`src/source/ddr_pkg.sv`:
```
// DDR line cache package with shared widths, app address constants and enums
package ddr_pkg;

    // ------------------------------
    // Wishbone side
    // ------------------------------
    localparam int wb_adr_w = 24;
    localparam int wb_dat_w = 32;
    localparam int sel_w = wb_dat_w / 8;

    // ------------------------------
    // Line geometry
    // ------------------------------
    localparam int line_words = 8;
    localparam int word_bits = 3;
    localparam int line_w = line_words * wb_dat_w;
    // Tag is the word address without the word index
    localparam int tag_w = wb_adr_w - word_bits;

    // ------------------------------
    // App interface
    // ------------------------------
    localparam int app_addr_w = 27;
    localparam int app_data_w = 128;
    // One 256-bit line spans 32 app address units
    localparam int line_shift = 5;
    localparam logic [app_addr_w-1:0] beat_offset = 27'd16;

    // App command encodings
    typedef enum logic [2:0] {
        cmd_write = 3'd0,
        cmd_read  = 3'd1
    } app_cmd_t;

    // Line FSM states
    typedef enum logic [2:0] {
        st_init,
        st_idle,
        st_hit,
        st_wb_issue,
        st_wb_wait,
        st_fill_issue,
        st_fill_wait
    } fsm_state_t;

endpackage

```
`src/source/line_fsm.sv`:
```
`timescale 1ns/1ps
// Line FSM sequencing calibration wait, hit service, write-back and line fill
module line_fsm (
    input  logic              ui_clk,
    input  logic              rst,
    input  logic              init_calib_complete,
    input  logic              wb_cyc,
    input  logic              wb_stb,
    input  logic              wb_we,
    input  logic              hit,
    input  logic              dirty,
    input  logic              cmd_accept,
    input  logic              wdf_accept,
    input  logic              cmds_done,
    input  logic              wdata_done,
    input  logic              rdata_done,
    output logic              wb_ack,
    output logic              issue_beat,
    output ddr_pkg::app_cmd_t issue_cmd,
    output logic              beat_sel,
    output logic              timer_clear,
    output logic              wr_word,
    output logic              set_valid_clean,
    output logic              set_dirty,
    output logic              use_victim_tag
);

    ddr_pkg::fsm_state_t state;
    ddr_pkg::fsm_state_t state_next;
    logic beat_q;
    logic beat_next;
    logic cmd_seen;
    logic wdf_seen;
    logic beat_cmd_ok;
    logic beat_wdf_ok;
    logic req;

    assign req = wb_cyc & wb_stb;

    // Beat held in app_port has gone out (sticky or this cycle)
    assign beat_cmd_ok = cmd_seen | cmd_accept;
    assign beat_wdf_ok = wdf_seen | wdf_accept;

    // ------------------------------
    // Next state
    // ------------------------------
    always_comb begin
        state_next = state;
        beat_next = beat_q;
        case (state)
            ddr_pkg::st_init: begin
                if (init_calib_complete) begin
                    state_next = ddr_pkg::st_idle;
                end
            end
            ddr_pkg::st_idle: begin
                if (req) begin
                    beat_next = 1'b0;
                    if (hit) begin
                        state_next = ddr_pkg::st_hit;
                    end else if (dirty) begin
                        state_next = ddr_pkg::st_wb_issue;
                    end else begin
                        state_next = ddr_pkg::st_fill_issue;
                    end
                end
            end
            ddr_pkg::st_hit: begin
                state_next = ddr_pkg::st_idle;
            end
            ddr_pkg::st_wb_issue: begin
                state_next = ddr_pkg::st_wb_wait;
            end
            ddr_pkg::st_wb_wait: begin
                if (!beat_q) begin
                    // Second beat only once the first left app_port
                    if (beat_cmd_ok && beat_wdf_ok) begin
                        beat_next = 1'b1;
                        state_next = ddr_pkg::st_wb_issue;
                    end
                end else if (cmds_done && wdata_done) begin
                    beat_next = 1'b0;
                    state_next = ddr_pkg::st_fill_issue;
                end
            end
            ddr_pkg::st_fill_issue: begin
                state_next = ddr_pkg::st_fill_wait;
            end
            ddr_pkg::st_fill_wait: begin
                if (!beat_q) begin
                    if (beat_cmd_ok) begin
                        beat_next = 1'b1;
                        state_next = ddr_pkg::st_fill_issue;
                    end
                end else if (rdata_done) begin
                    // Request is replayed from idle as a hit
                    beat_next = 1'b0;
                    state_next = ddr_pkg::st_idle;
                end
            end
            default: begin
                state_next = ddr_pkg::st_init;
            end
        endcase
    end

    // ------------------------------
    // Outputs
    // ------------------------------
    assign wb_ack = (state == ddr_pkg::st_hit) & req;
    assign wr_word = (state == ddr_pkg::st_hit) & req & wb_we;
    assign set_dirty = (state == ddr_pkg::st_hit) & req & wb_we;
    assign issue_beat = (state == ddr_pkg::st_wb_issue) | (state == ddr_pkg::st_fill_issue);
    assign issue_cmd = (state == ddr_pkg::st_wb_issue) ? ddr_pkg::cmd_write : ddr_pkg::cmd_read;
    assign beat_sel = beat_q;
    assign use_victim_tag = (state == ddr_pkg::st_wb_issue) | (state == ddr_pkg::st_wb_wait);
    assign set_valid_clean = (state == ddr_pkg::st_fill_wait) & beat_q & rdata_done;

    // Counters restart in idle and again before the first read beat
    assign timer_clear = (state == ddr_pkg::st_idle) |
                         ((state == ddr_pkg::st_fill_issue) & ~beat_q);

    always_ff @(posedge ui_clk) begin
        if (!rst) begin
            state <= ddr_pkg::st_init;
            beat_q <= 1'b0;
            cmd_seen <= 1'b0;
            wdf_seen <= 1'b0;
        end else begin
            state <= state_next;
            beat_q <= beat_next;
            if (issue_beat) begin
                cmd_seen <= 1'b0;
                wdf_seen <= 1'b0;
            end else begin
                if (cmd_accept) begin
                    cmd_seen <= 1'b1;
                end
                if (wdf_accept) begin
                    wdf_seen <= 1'b1;
                end
            end
        end
    end

endmodule

```
`src/source/beat_timer.sv`:
```
`timescale 1ns/1ps
// Beat timer counting accepted commands, accepted write beats and read returns
module beat_timer (
    input  logic ui_clk,
    input  logic rst,
    input  logic timer_clear,
    input  logic cmd_accept,
    input  logic wdf_accept,
    input  logic app_rd_data_valid,
    output logic cmds_done,
    output logic wdata_done,
    output logic rdata_done,
    output logic rd_beat
);

    logic [1:0] cmd_cnt;
    logic [1:0] wdf_cnt;
    logic [1:0] rd_cnt;

    // Saturates at the two beats of a line
    function automatic logic [1:0] sat_inc(input logic [1:0] cnt, input logic ev);
        if (ev && (cnt != 2'd2)) begin
            return cnt + 2'd1;
        end
        return cnt;
    endfunction

    always_ff @(posedge ui_clk) begin
        if (!rst || timer_clear) begin
            cmd_cnt <= 2'd0;
            wdf_cnt <= 2'd0;
            rd_cnt <= 2'd0;
        end else begin
            cmd_cnt <= sat_inc(cmd_cnt, cmd_accept);
            wdf_cnt <= sat_inc(wdf_cnt, wdf_accept);
            rd_cnt <= sat_inc(rd_cnt, app_rd_data_valid);
        end
    end

    assign cmds_done = (cmd_cnt == 2'd2);
    assign wdata_done = (wdf_cnt == 2'd2);
    assign rdata_done = (rd_cnt == 2'd2);

    // Reads come back in order, so the count names the half
    assign rd_beat = rd_cnt[0];

endmodule

```
`src/source/line_buffer.sv`:
```
`timescale 1ns/1ps
// Line buffer holding one 256-bit line with its tag, valid and dirty state
module line_buffer (
    input  logic                             ui_clk,
    input  logic                             rst,
    input  logic [ddr_pkg::wb_adr_w-1:0]     wb_adr,
    input  logic [ddr_pkg::sel_w-1:0]        wb_sel,
    input  logic [ddr_pkg::wb_dat_w-1:0]     wb_dat_w,
    input  logic                             wr_word,
    input  logic                             fill_beat,
    input  logic                             rd_beat,
    input  logic [ddr_pkg::app_data_w-1:0]   app_rd_data,
    input  logic                             set_valid_clean,
    input  logic                             set_dirty,
    input  logic                             use_victim_tag,
    input  logic                             beat_sel,
    output logic                             hit,
    output logic                             dirty,
    output logic [ddr_pkg::wb_dat_w-1:0]     wb_dat_r,
    output logic [ddr_pkg::tag_w-1:0]        line_addr,
    output logic [ddr_pkg::app_data_w-1:0]   beat_data
);

    logic [ddr_pkg::line_w-1:0]    line_q;
    logic [ddr_pkg::tag_w-1:0]     tag_q;
    logic                          valid_q;
    logic                          dirty_q;
    logic [ddr_pkg::tag_w-1:0]     req_tag;
    logic [ddr_pkg::word_bits-1:0] word_idx;

    assign req_tag = wb_adr[ddr_pkg::wb_adr_w-1:ddr_pkg::word_bits];
    assign word_idx = wb_adr[ddr_pkg::word_bits-1:0];

    assign hit = valid_q && (tag_q == req_tag);
    assign dirty = dirty_q;
    assign wb_dat_r = line_q[word_idx*ddr_pkg::wb_dat_w +: ddr_pkg::wb_dat_w];

    // Victim tag addresses the write-back, request tag the fill
    assign line_addr = use_victim_tag ? tag_q : req_tag;
    assign beat_data = line_q[beat_sel*ddr_pkg::app_data_w +: ddr_pkg::app_data_w];

    // ------------------------------
    // Line data and tag
    // ------------------------------
    always_ff @(posedge ui_clk) begin
        if (fill_beat) begin
            line_q[rd_beat*ddr_pkg::app_data_w +: ddr_pkg::app_data_w] <= app_rd_data;
        end
        if (wr_word) begin
            // Merge only the selected bytes
            for (int b = 0; b < ddr_pkg::sel_w; b++) begin
                if (wb_sel[b]) begin
                    line_q[word_idx*ddr_pkg::wb_dat_w + b*8 +: 8] <= wb_dat_w[b*8 +: 8];
                end
            end
        end
        if (set_valid_clean) begin
            tag_q <= req_tag;
        end
    end

    // ------------------------------
    // Line state
    // ------------------------------
    always_ff @(posedge ui_clk) begin
        if (!rst) begin
            valid_q <= 1'b0;
            dirty_q <= 1'b0;
        end else if (set_valid_clean) begin
            valid_q <= 1'b1;
            dirty_q <= 1'b0;
        end else if (set_dirty) begin
            dirty_q <= 1'b1;
        end
    end

endmodule

```
`src/source/app_port.sv`:
```
`timescale 1ns/1ps
// App port register driving one command and write beat until the core takes them
module app_port (
    input  logic                             ui_clk,
    input  logic                             rst,
    input  logic                             issue_beat,
    input  ddr_pkg::app_cmd_t                issue_cmd,
    input  logic                             beat_sel,
    input  logic [ddr_pkg::tag_w-1:0]        line_addr,
    input  logic [ddr_pkg::app_data_w-1:0]   beat_data,
    input  logic                             app_rdy,
    input  logic                             app_wdf_rdy,
    output logic                             app_en,
    output ddr_pkg::app_cmd_t                app_cmd,
    output logic [ddr_pkg::app_addr_w-1:0]   app_addr,
    output logic                             app_wdf_wren,
    output logic [ddr_pkg::app_data_w-1:0]   app_wdf_data,
    output logic                             app_wdf_end,
    output logic                             cmd_accept,
    output logic                             wdf_accept
);

    logic [ddr_pkg::app_addr_w-1:0] line_base;
    logic [ddr_pkg::app_addr_w-1:0] beat_addr;

    // Line base is tag times 32
    assign line_base = {{(ddr_pkg::app_addr_w - ddr_pkg::tag_w - ddr_pkg::line_shift){1'b0}},
                        line_addr, {ddr_pkg::line_shift{1'b0}}};
    assign beat_addr = line_base + (beat_sel ? ddr_pkg::beat_offset : '0);

    assign cmd_accept = app_en & app_rdy;
    assign wdf_accept = app_wdf_wren & app_wdf_rdy;

    // Each write is a single beat
    assign app_wdf_end = app_wdf_wren;

    // ------------------------------
    // Strobes
    // ------------------------------
    always_ff @(posedge ui_clk) begin
        if (!rst) begin
            app_en <= 1'b0;
            app_wdf_wren <= 1'b0;
        end else if (issue_beat) begin
            app_en <= 1'b1;
            app_wdf_wren <= (issue_cmd == ddr_pkg::cmd_write);
        end else begin
            // Command and data are released independently
            if (cmd_accept) begin
                app_en <= 1'b0;
            end
            if (wdf_accept) begin
                app_wdf_wren <= 1'b0;
            end
        end
    end

    // Payload only changes on a new beat
    always_ff @(posedge ui_clk) begin
        if (issue_beat) begin
            app_cmd <= issue_cmd;
            app_addr <= beat_addr;
            app_wdf_data <= beat_data;
        end
    end

endmodule

```
`src/source/ddr_line_cache.sv`:
```
`timescale 1ns/1ps
// DDR line cache top joining the Wishbone slave port to the memory core app interface
module ddr_line_cache (
    input  logic                             ui_clk,
    input  logic                             rst,
    // Wishbone classic slave
    input  logic                             wb_cyc,
    input  logic                             wb_stb,
    input  logic                             wb_we,
    input  logic [ddr_pkg::wb_adr_w-1:0]     wb_adr,
    input  logic [ddr_pkg::sel_w-1:0]        wb_sel,
    input  logic [ddr_pkg::wb_dat_w-1:0]     wb_dat_w,
    output logic [ddr_pkg::wb_dat_w-1:0]     wb_dat_r,
    output logic                             wb_ack,
    // App interface
    output logic                             app_en,
    output ddr_pkg::app_cmd_t                app_cmd,
    output logic [ddr_pkg::app_addr_w-1:0]   app_addr,
    output logic                             app_wdf_wren,
    output logic [ddr_pkg::app_data_w-1:0]   app_wdf_data,
    output logic                             app_wdf_end,
    input  logic                             app_rdy,
    input  logic                             app_wdf_rdy,
    input  logic [ddr_pkg::app_data_w-1:0]   app_rd_data,
    input  logic                             app_rd_data_valid,
    input  logic                             init_calib_complete
);

    logic                           hit;
    logic                           dirty;
    logic                           issue_beat;
    ddr_pkg::app_cmd_t              issue_cmd;
    logic                           beat_sel;
    logic                           timer_clear;
    logic                           wr_word;
    logic                           set_valid_clean;
    logic                           set_dirty;
    logic                           use_victim_tag;
    logic                           cmd_accept;
    logic                           wdf_accept;
    logic                           cmds_done;
    logic                           wdata_done;
    logic                           rdata_done;
    logic                           rd_beat;
    logic [ddr_pkg::tag_w-1:0]      line_addr;
    logic [ddr_pkg::app_data_w-1:0] beat_data;

    line_fsm fsm0 (
        .ui_clk,
        .rst,
        .init_calib_complete,
        .wb_cyc,
        .wb_stb,
        .wb_we,
        .hit,
        .dirty,
        .cmd_accept,
        .wdf_accept,
        .cmds_done,
        .wdata_done,
        .rdata_done,
        .wb_ack,
        .issue_beat,
        .issue_cmd,
        .beat_sel,
        .timer_clear,
        .wr_word,
        .set_valid_clean,
        .set_dirty,
        .use_victim_tag
    );

    beat_timer timer0 (
        .ui_clk,
        .rst,
        .timer_clear,
        .cmd_accept,
        .wdf_accept,
        .app_rd_data_valid,
        .cmds_done,
        .wdata_done,
        .rdata_done,
        .rd_beat
    );

    // Every returning read beat fills half the line
    line_buffer buf0 (
        .ui_clk,
        .rst,
        .wb_adr,
        .wb_sel,
        .wb_dat_w,
        .wr_word,
        .fill_beat (app_rd_data_valid),
        .rd_beat,
        .app_rd_data,
        .set_valid_clean,
        .set_dirty,
        .use_victim_tag,
        .beat_sel,
        .hit,
        .dirty,
        .wb_dat_r,
        .line_addr,
        .beat_data
    );

    app_port port0 (
        .ui_clk,
        .rst,
        .issue_beat,
        .issue_cmd,
        .beat_sel,
        .line_addr,
        .beat_data,
        .app_rdy,
        .app_wdf_rdy,
        .app_en,
        .app_cmd,
        .app_addr,
        .app_wdf_wren,
        .app_wdf_data,
        .app_wdf_end,
        .cmd_accept,
        .wdf_accept
    );

endmodule

```
`config.mk`:
```
export PLATFORM = sky130hd
export DESIGN_NAME = ddr_line_cache
export DESIGN_NICKNAME = d
export VERILOG_FILES = /design/src/source/ddr_pkg.sv /design/src/source/line_fsm.sv /design/src/source/beat_timer.sv /design/src/source/line_buffer.sv /design/src/source/app_port.sv /design/src/source/ddr_line_cache.sv
export SDC_FILE = /design/constraint.sdc
export NUM_CORES = 1
export LEC_CHECK = 0
export BUFFER_PORTS_ARGS = -buffer_cell sky130_fd_sc_hd__buf_2
export CAP_MARGIN = 0
export CORE_MARGIN = 2
export CORE_UTILIZATION = 61
export CTS_CLUSTER_DIAMETER = 150
export CTS_CLUSTER_SIZE = 30
export DETAILED_ROUTE_END_ITERATION = 10
export GPL_ROUTABILITY_DRIVEN = 0
export HOLD_SLACK_MARGIN = 0.06
export PLACE_DENSITY = 0.91
export SYNTH_ARGS = -nofsm -noshare
export SYNTH_HDL_FRONTEND = slang
export SYNTH_SLANG_ARGS = --single-unit
```
`constraint.sdc`:
```
create_clock -name ui_clk -period 7.6 [get_ports ui_clk]
set_input_delay 0.76 -clock ui_clk [delete_from_list [all_inputs] [get_ports ui_clk]]
set_output_delay 0.76 -clock ui_clk [all_outputs]
set_load 0.01 [all_outputs]
```
=== After elaboration in Yosys (flattened, before gate mapping) ===
Index checks and enable logic that the tools add are counted.

* Flip-flop bits (word level): 451
* Bits of input ports: 197
* Output and inout bits: 194
* Word-level logic and storage cells: 140

* Add/subtract/negate cells: 12
* Eq/ne operators: 19
* Shift-type cells: 12
* Muxes and demuxes: 49
* Bitwise operators: 15
* Reduce and logical (&&, ||, !) cells: 17

{| class="wikitable"
|+ Operators by type and width
! operator !! number
|-
| 256-bit 2-to-1 mux || 9
|-
| 256-bit bitwise mux || 5
|-
| 8-bit by 34-bit variable shift with 256-bit output, first input constant || 4
|-
| 8-bit by 34-bit indexed part select with 256-bit output || 4
|-
| 128-bit by 34-bit variable shift with 256-bit output, first input constant || 1
|-
| 128-bit by 34-bit indexed part select with 256-bit output || 1
|-
| 256-bit by 9-bit indexed part select with 128-bit output || 1
|-
| 256-bit by 9-bit indexed part select with 32-bit output || 1
|-
| 32-bit negator with 34-bit output || 3
|-
| 8-bit negator with 34-bit output || 2
|-
| 3-bit 2-to-1 mux || 10
|-
| 26-bit by 27-bit adder with 27-bit output || 1
|-
| 21-bit equality test || 1
|-
| 21-bit 2-to-1 mux || 1
|-
| 3-bit one-hot mux with 7 select lines || 1
|-
| 8-bit by 5-bit adder with 9-bit output, second input constant || 2
|-
| 1-bit 2-to-1 mux || 18
|-
| 8-bit by 4-bit adder with 9-bit output, second input constant || 1
|-
| 3-bit equality test, second input constant || 3
|-
| 1-bit AND || 8
|-
| 2-bit != test, second input constant || 4
|-
| 2-bit by 1-bit adder with 2-bit output, second input constant || 3
|-
| 2-bit equality test, second input constant || 3
|-
| 3-bit by 2-bit equality test with 1-bit output, second input constant || 2
|-
| other kinds (19) || 35
|}

=== Longest topological paths before layout ===
* Depth in word-level cells: 16
* Gate-level depth with buffers: 9
* Mapped depth without buffers: 7

=== Hierarchy ===
A second synthesis with hierarchy kept.

* Cell total of the unflattened synthesis: 1760
* Area total of the unflattened synthesis: 21409.3 um^2

{| class="wikitable"
|+ By module, submodules not included
! module !! instances !! cells an instance !! area an instance (um^2) !! sequential area each (um^2)
|-
| line_buffer || 1 || 1498 || 15870.2 || 5795.6
|-
| app_port || 1 || 169 || 4739.5 || 4634.4
|-
| line_fsm || 1 || 65 || 504.2 || 120.1
|-
| beat_timer || 1 || 28 || 295.3 || 120.1
|}

=== Least setup slack after synthesis ===
OpenSTA, ideal clock, no wires.

* Path type: register to register
* Start point: reg fsm0.state[1]
* End point: reg port0.app_addr[10] (netlist name), enable pin
* Setup time: 0.503 ns
* Arrival time: 3.824 ns
* Required time: 7.097 ns
* Setup slack: 3.273 ns
* Stages on the path, launching flop included: 5
* Path buffers: 1
* Clock period less this slack: 4.327 ns
* Cell sequence: dfxtp_1 > clkbuf_1 > xor2_1 > nand2_1 > inv_1

* Cells in the longest elaborated chain, start to end: 2
* Elaborated cells on any way between the ends: 3
* Classes of those cells: 2 x eq/ne; 1 x bitwise

{| class="wikitable"
|+ RTL lines
! item !! RTL line !! RTL
|-
| start: declaration || line_fsm.sv:28 || <nowiki>ddr_pkg::fsm_state_t state;</nowiki>
|-
| start signal: assignment || line_fsm.sv:125 || <nowiki>state <= ddr_pkg::st_init;</nowiki>
|-
| start signal: assignment || line_fsm.sv:130 || <nowiki>state <= state_next;</nowiki>
|-
| 3-bit by 2-bit equality test with 1-bit output / 3-bit equality test (equally long branches) || line_fsm.sv:113 || <nowiki>assign issue_beat = (state == ddr_pkg::st_wb_issue) | (state == ddr_pkg::st_fill_issue);</nowiki>
|-
| 1-bit bitwise OR * || line_fsm.sv:113 ||
|-
| via fsm0.issue_beat || line_fsm.sv:18 || <nowiki>output logic issue_beat,</nowiki>
|-
| end signal: assignment || app_port.sv:62 || <nowiki>app_addr <= beat_addr;</nowiki>
|-
| end: declaration || app_port.sv:15 || <nowiki>output logic [ddr_pkg::app_addr_w-1:0] app_addr,</nowiki>
|}

Mark *: on every way through the listed nets, which the timed path passes. The rest lies on a longest branch.
A chain may end at the register's enable or synchronous reset.

=== Final worst setup path ===
* Start point: in wb_adr[0] (netlist name)
* End point: out wb_dat_r[10] (netlist name)

* Cells in the longest elaborated chain, start to end: 1

{| class="wikitable"
|+ RTL lines
! item !! RTL line !! RTL
|-
| start: declaration || ddr_line_cache.sv:10 || <nowiki>input logic [ddr_pkg::wb_adr_w-1:0] wb_adr,</nowiki>
|-
| 256-bit by 9-bit indexed part select with 32-bit output || line_buffer.sv:36 || <nowiki>assign wb_dat_r = line_q[word_idx*ddr_pkg::wb_dat_w +: ddr_pkg::wb_dat_w];</nowiki>
|-
| end: declaration || ddr_line_cache.sv:13 || <nowiki>output logic [ddr_pkg::wb_dat_w-1:0] wb_dat_r,</nowiki>
|}

Every way passes these cells.

==> results.cfg <==
[outcome]
outcome = complete, no violations

[finish]
nets = 2309
fin_cells = 2576
area_growth_pct = 12.0
final_area_sq_um = 23800
fin_util_pct = 69.2
drive_gt1_share_pct = 31.8

[yosys]
ys_seq_elements = 444
synth_warnings = 0
synthFlopType = dfxtp_1
yosysMostFrequentCell = a21oi_1
synth_common_cells = a21oi_1, mux2i_1, dfxtp_1, edfxtp_1, mux2_2
synthTopCellsByArea = dfxtp_1, edfxtp_1, mux2i_1
synth_cell_types = 55
synthArstFlopShare_pct = 0
synth_area_per_cell_sq_um = 11.6
synth_top_area_cell = dfxtp_1
synth_edf_count = 172
yosysSeqAreaShare_pct = 49.9
synth_top_area_share_pct = 25.6
syn_area_sq_um = 21300
netlist_instances = 1831

[routing]
drt_iter0_markers = 1526
via_per_inst = 6.39
ant_nets = 0
dr_total_vias = 16457
drc_errors = 0
wire_per_inst_microns = 23.5
drtPass1Iterations = 6
wl_microns = 60400

[min_path]
worstHoldStart = wb_adr[19]
hp-class = primary input to register

[sta]
tightestPinTransition_ns = 1.18
slew_violations = 0
fin_skew_ns = 0.0278
fin_crit_sh_pct = 49.7
relSlewSlack_pct = 20.9
setup_violations = 0
hold_viol_final = 0
setup_slack_ns = 3.82
rsz0062_at_grt = false
max_freq_mhz = 265
fin_tns_setup_ns = 0
whs_ns = 0.427
fin_crit_ns = 3.78

[pwr]
p_per_area_nw_per_um2 = 288
power_leakage_nw = 10.7
finalPower_mw = 6.86
vdd_drop_max_v = 0.000233

[clock_network]
htreeDepth = 1
insertion_delay_ns = 0.55
clkSlewWorstSetupHoldPaths_ns = 0.12
cts-root-buf = clkbuf_16
postCtsSetupRepairBufs = 0
ctsHoldBuffers = 0
cts_buffers = 18
cts_resized = 0
clk_path_buf_depth = 3
cts_sinks = 444
cts_tree = yes

[floorplanning]
num_rows = 68
core_area_sq_um = 34500
start_util_pct = 61.8
ios = 391
die_width_microns = 191
dieHeight_microns = 191
dieArea_sq_um = 36400

[global_route]
grt_overflow = 0
antenna_found_initial = 8
grt_max_degree = 105
grt_pass1_wl_microns = 90500
grt_pass1_vias = 16487
track_usage_pct = 32.1

[placed_design]
dp_cells = 2537
place_hpwl_microns = 40600
placed_cell_area_sq_um = 23300
post-place-ws_ns = 3.82
portBuffers = 383

[critical_path]
cp_max_fo = 41
crit_path_start = wb_adr[0]
r2r_start = fsm0.state[1]
start_kind = primary input
critPathKind = primary input to primary output
cp-end-kind = primary output
critPathRequiredTime_ns = 6.84
reg2reg_slack_ns = 4.69
cp.arrival_ns = 3.02

[run]
drv_cap = 0
-- critical path, cell delays in order --
cell     delay (ns)
buf_4          0.49
buf_4          0.73
mux4_2         0.58
nand2_1        0.08
nand2_1        0.11
buf_2          0.16
-- cell usage in the layout (no fill, tap or decap), drive strengths merged, types with 21 or more instances in the layout --
cell type / count
mux2i: 306
dfxtp: 272
buf: 399
nand3: 40
mux4: 64
xor2: 21
clkbuf: 30
a21oi: 340
o21ai: 28
edfxtp: 172
mux2: 163
nand2: 159
-- path summary, 6_finish.rpt --
check / endpoint / depth (start not counted)
setup / recovery: wb_dat_r[10] / 6
hold reg to reg: buf0.valid_q / 1
setup reg to reg: port0.app_wdf_data[41] / 4
hold / removal: buf0.tag_q[16] / 1
-- where the power goes --
group | internal, mW | switching (mW) | total (mW)
sequential | 3.20 | 0.491 | 3.69
combinational | 1.04 | 0.925 | 1.96
clock | 0.477 | 0.735 | 1.21
total | 4.71 | 2.15 | 6.86
-- area by class of cell --
type	instances	area (sq um)
multi-input cells	1228	10000
flip-flops and latches	444	10600
inverters	11	46.3
diodes	8	20.0
clock inverters	1	8.76
fillers	2454	10600
well taps	455	569
clock buffers	30	517
repair buffers	399	2040
-- layer usage --
| layer | vias up | share of wire, % | track usage [%] | routed length [microns] |
|---|---|---|---|---|
| li1 | 7293 | - | - | - |
| met1 | 7977 | 38 | 40.5 | 22800 |
| met3 | 212 | 9.3 | 6.20 | 5630 |
| met5 | - | 0.030 | 0 | 18 |
| met4 | 4 | 4.8 | 15.8 | 2920 |
| met2 | 971 | 48 | 53.0 | 29100 |
-- sequential cells by signal, indices dropped and copies added, names as in the netlist, 2 cells and up --
| register | flops |
|---|---|
| timer0.cmd_cnt | 2 |
| fsm0.state | 3 |
| timer0.wdf_cnt | 2 |
| port0.app_wdf_data | 128 |
| buf0.line_q | 256 |
| buf0.tag_q | 21 |
| timer0.rd_cnt | 2 |
| port0.app_addr | 22 |
-- cells by family after synthesis --
kind of cell	count (synthesis)	share of synthesized area [%]
xor gates and xnor gates	25	1.03
AOI/OAI and AO/OA	383	9.19
and+or+nand+nor	270	6.09
DFF	444	49.9
adders and majority gates	10	0.588
muxes	533	29.8
other	1	0.0176
buffers and inverters	165	3.44
(Power assumes the default switching activity.)
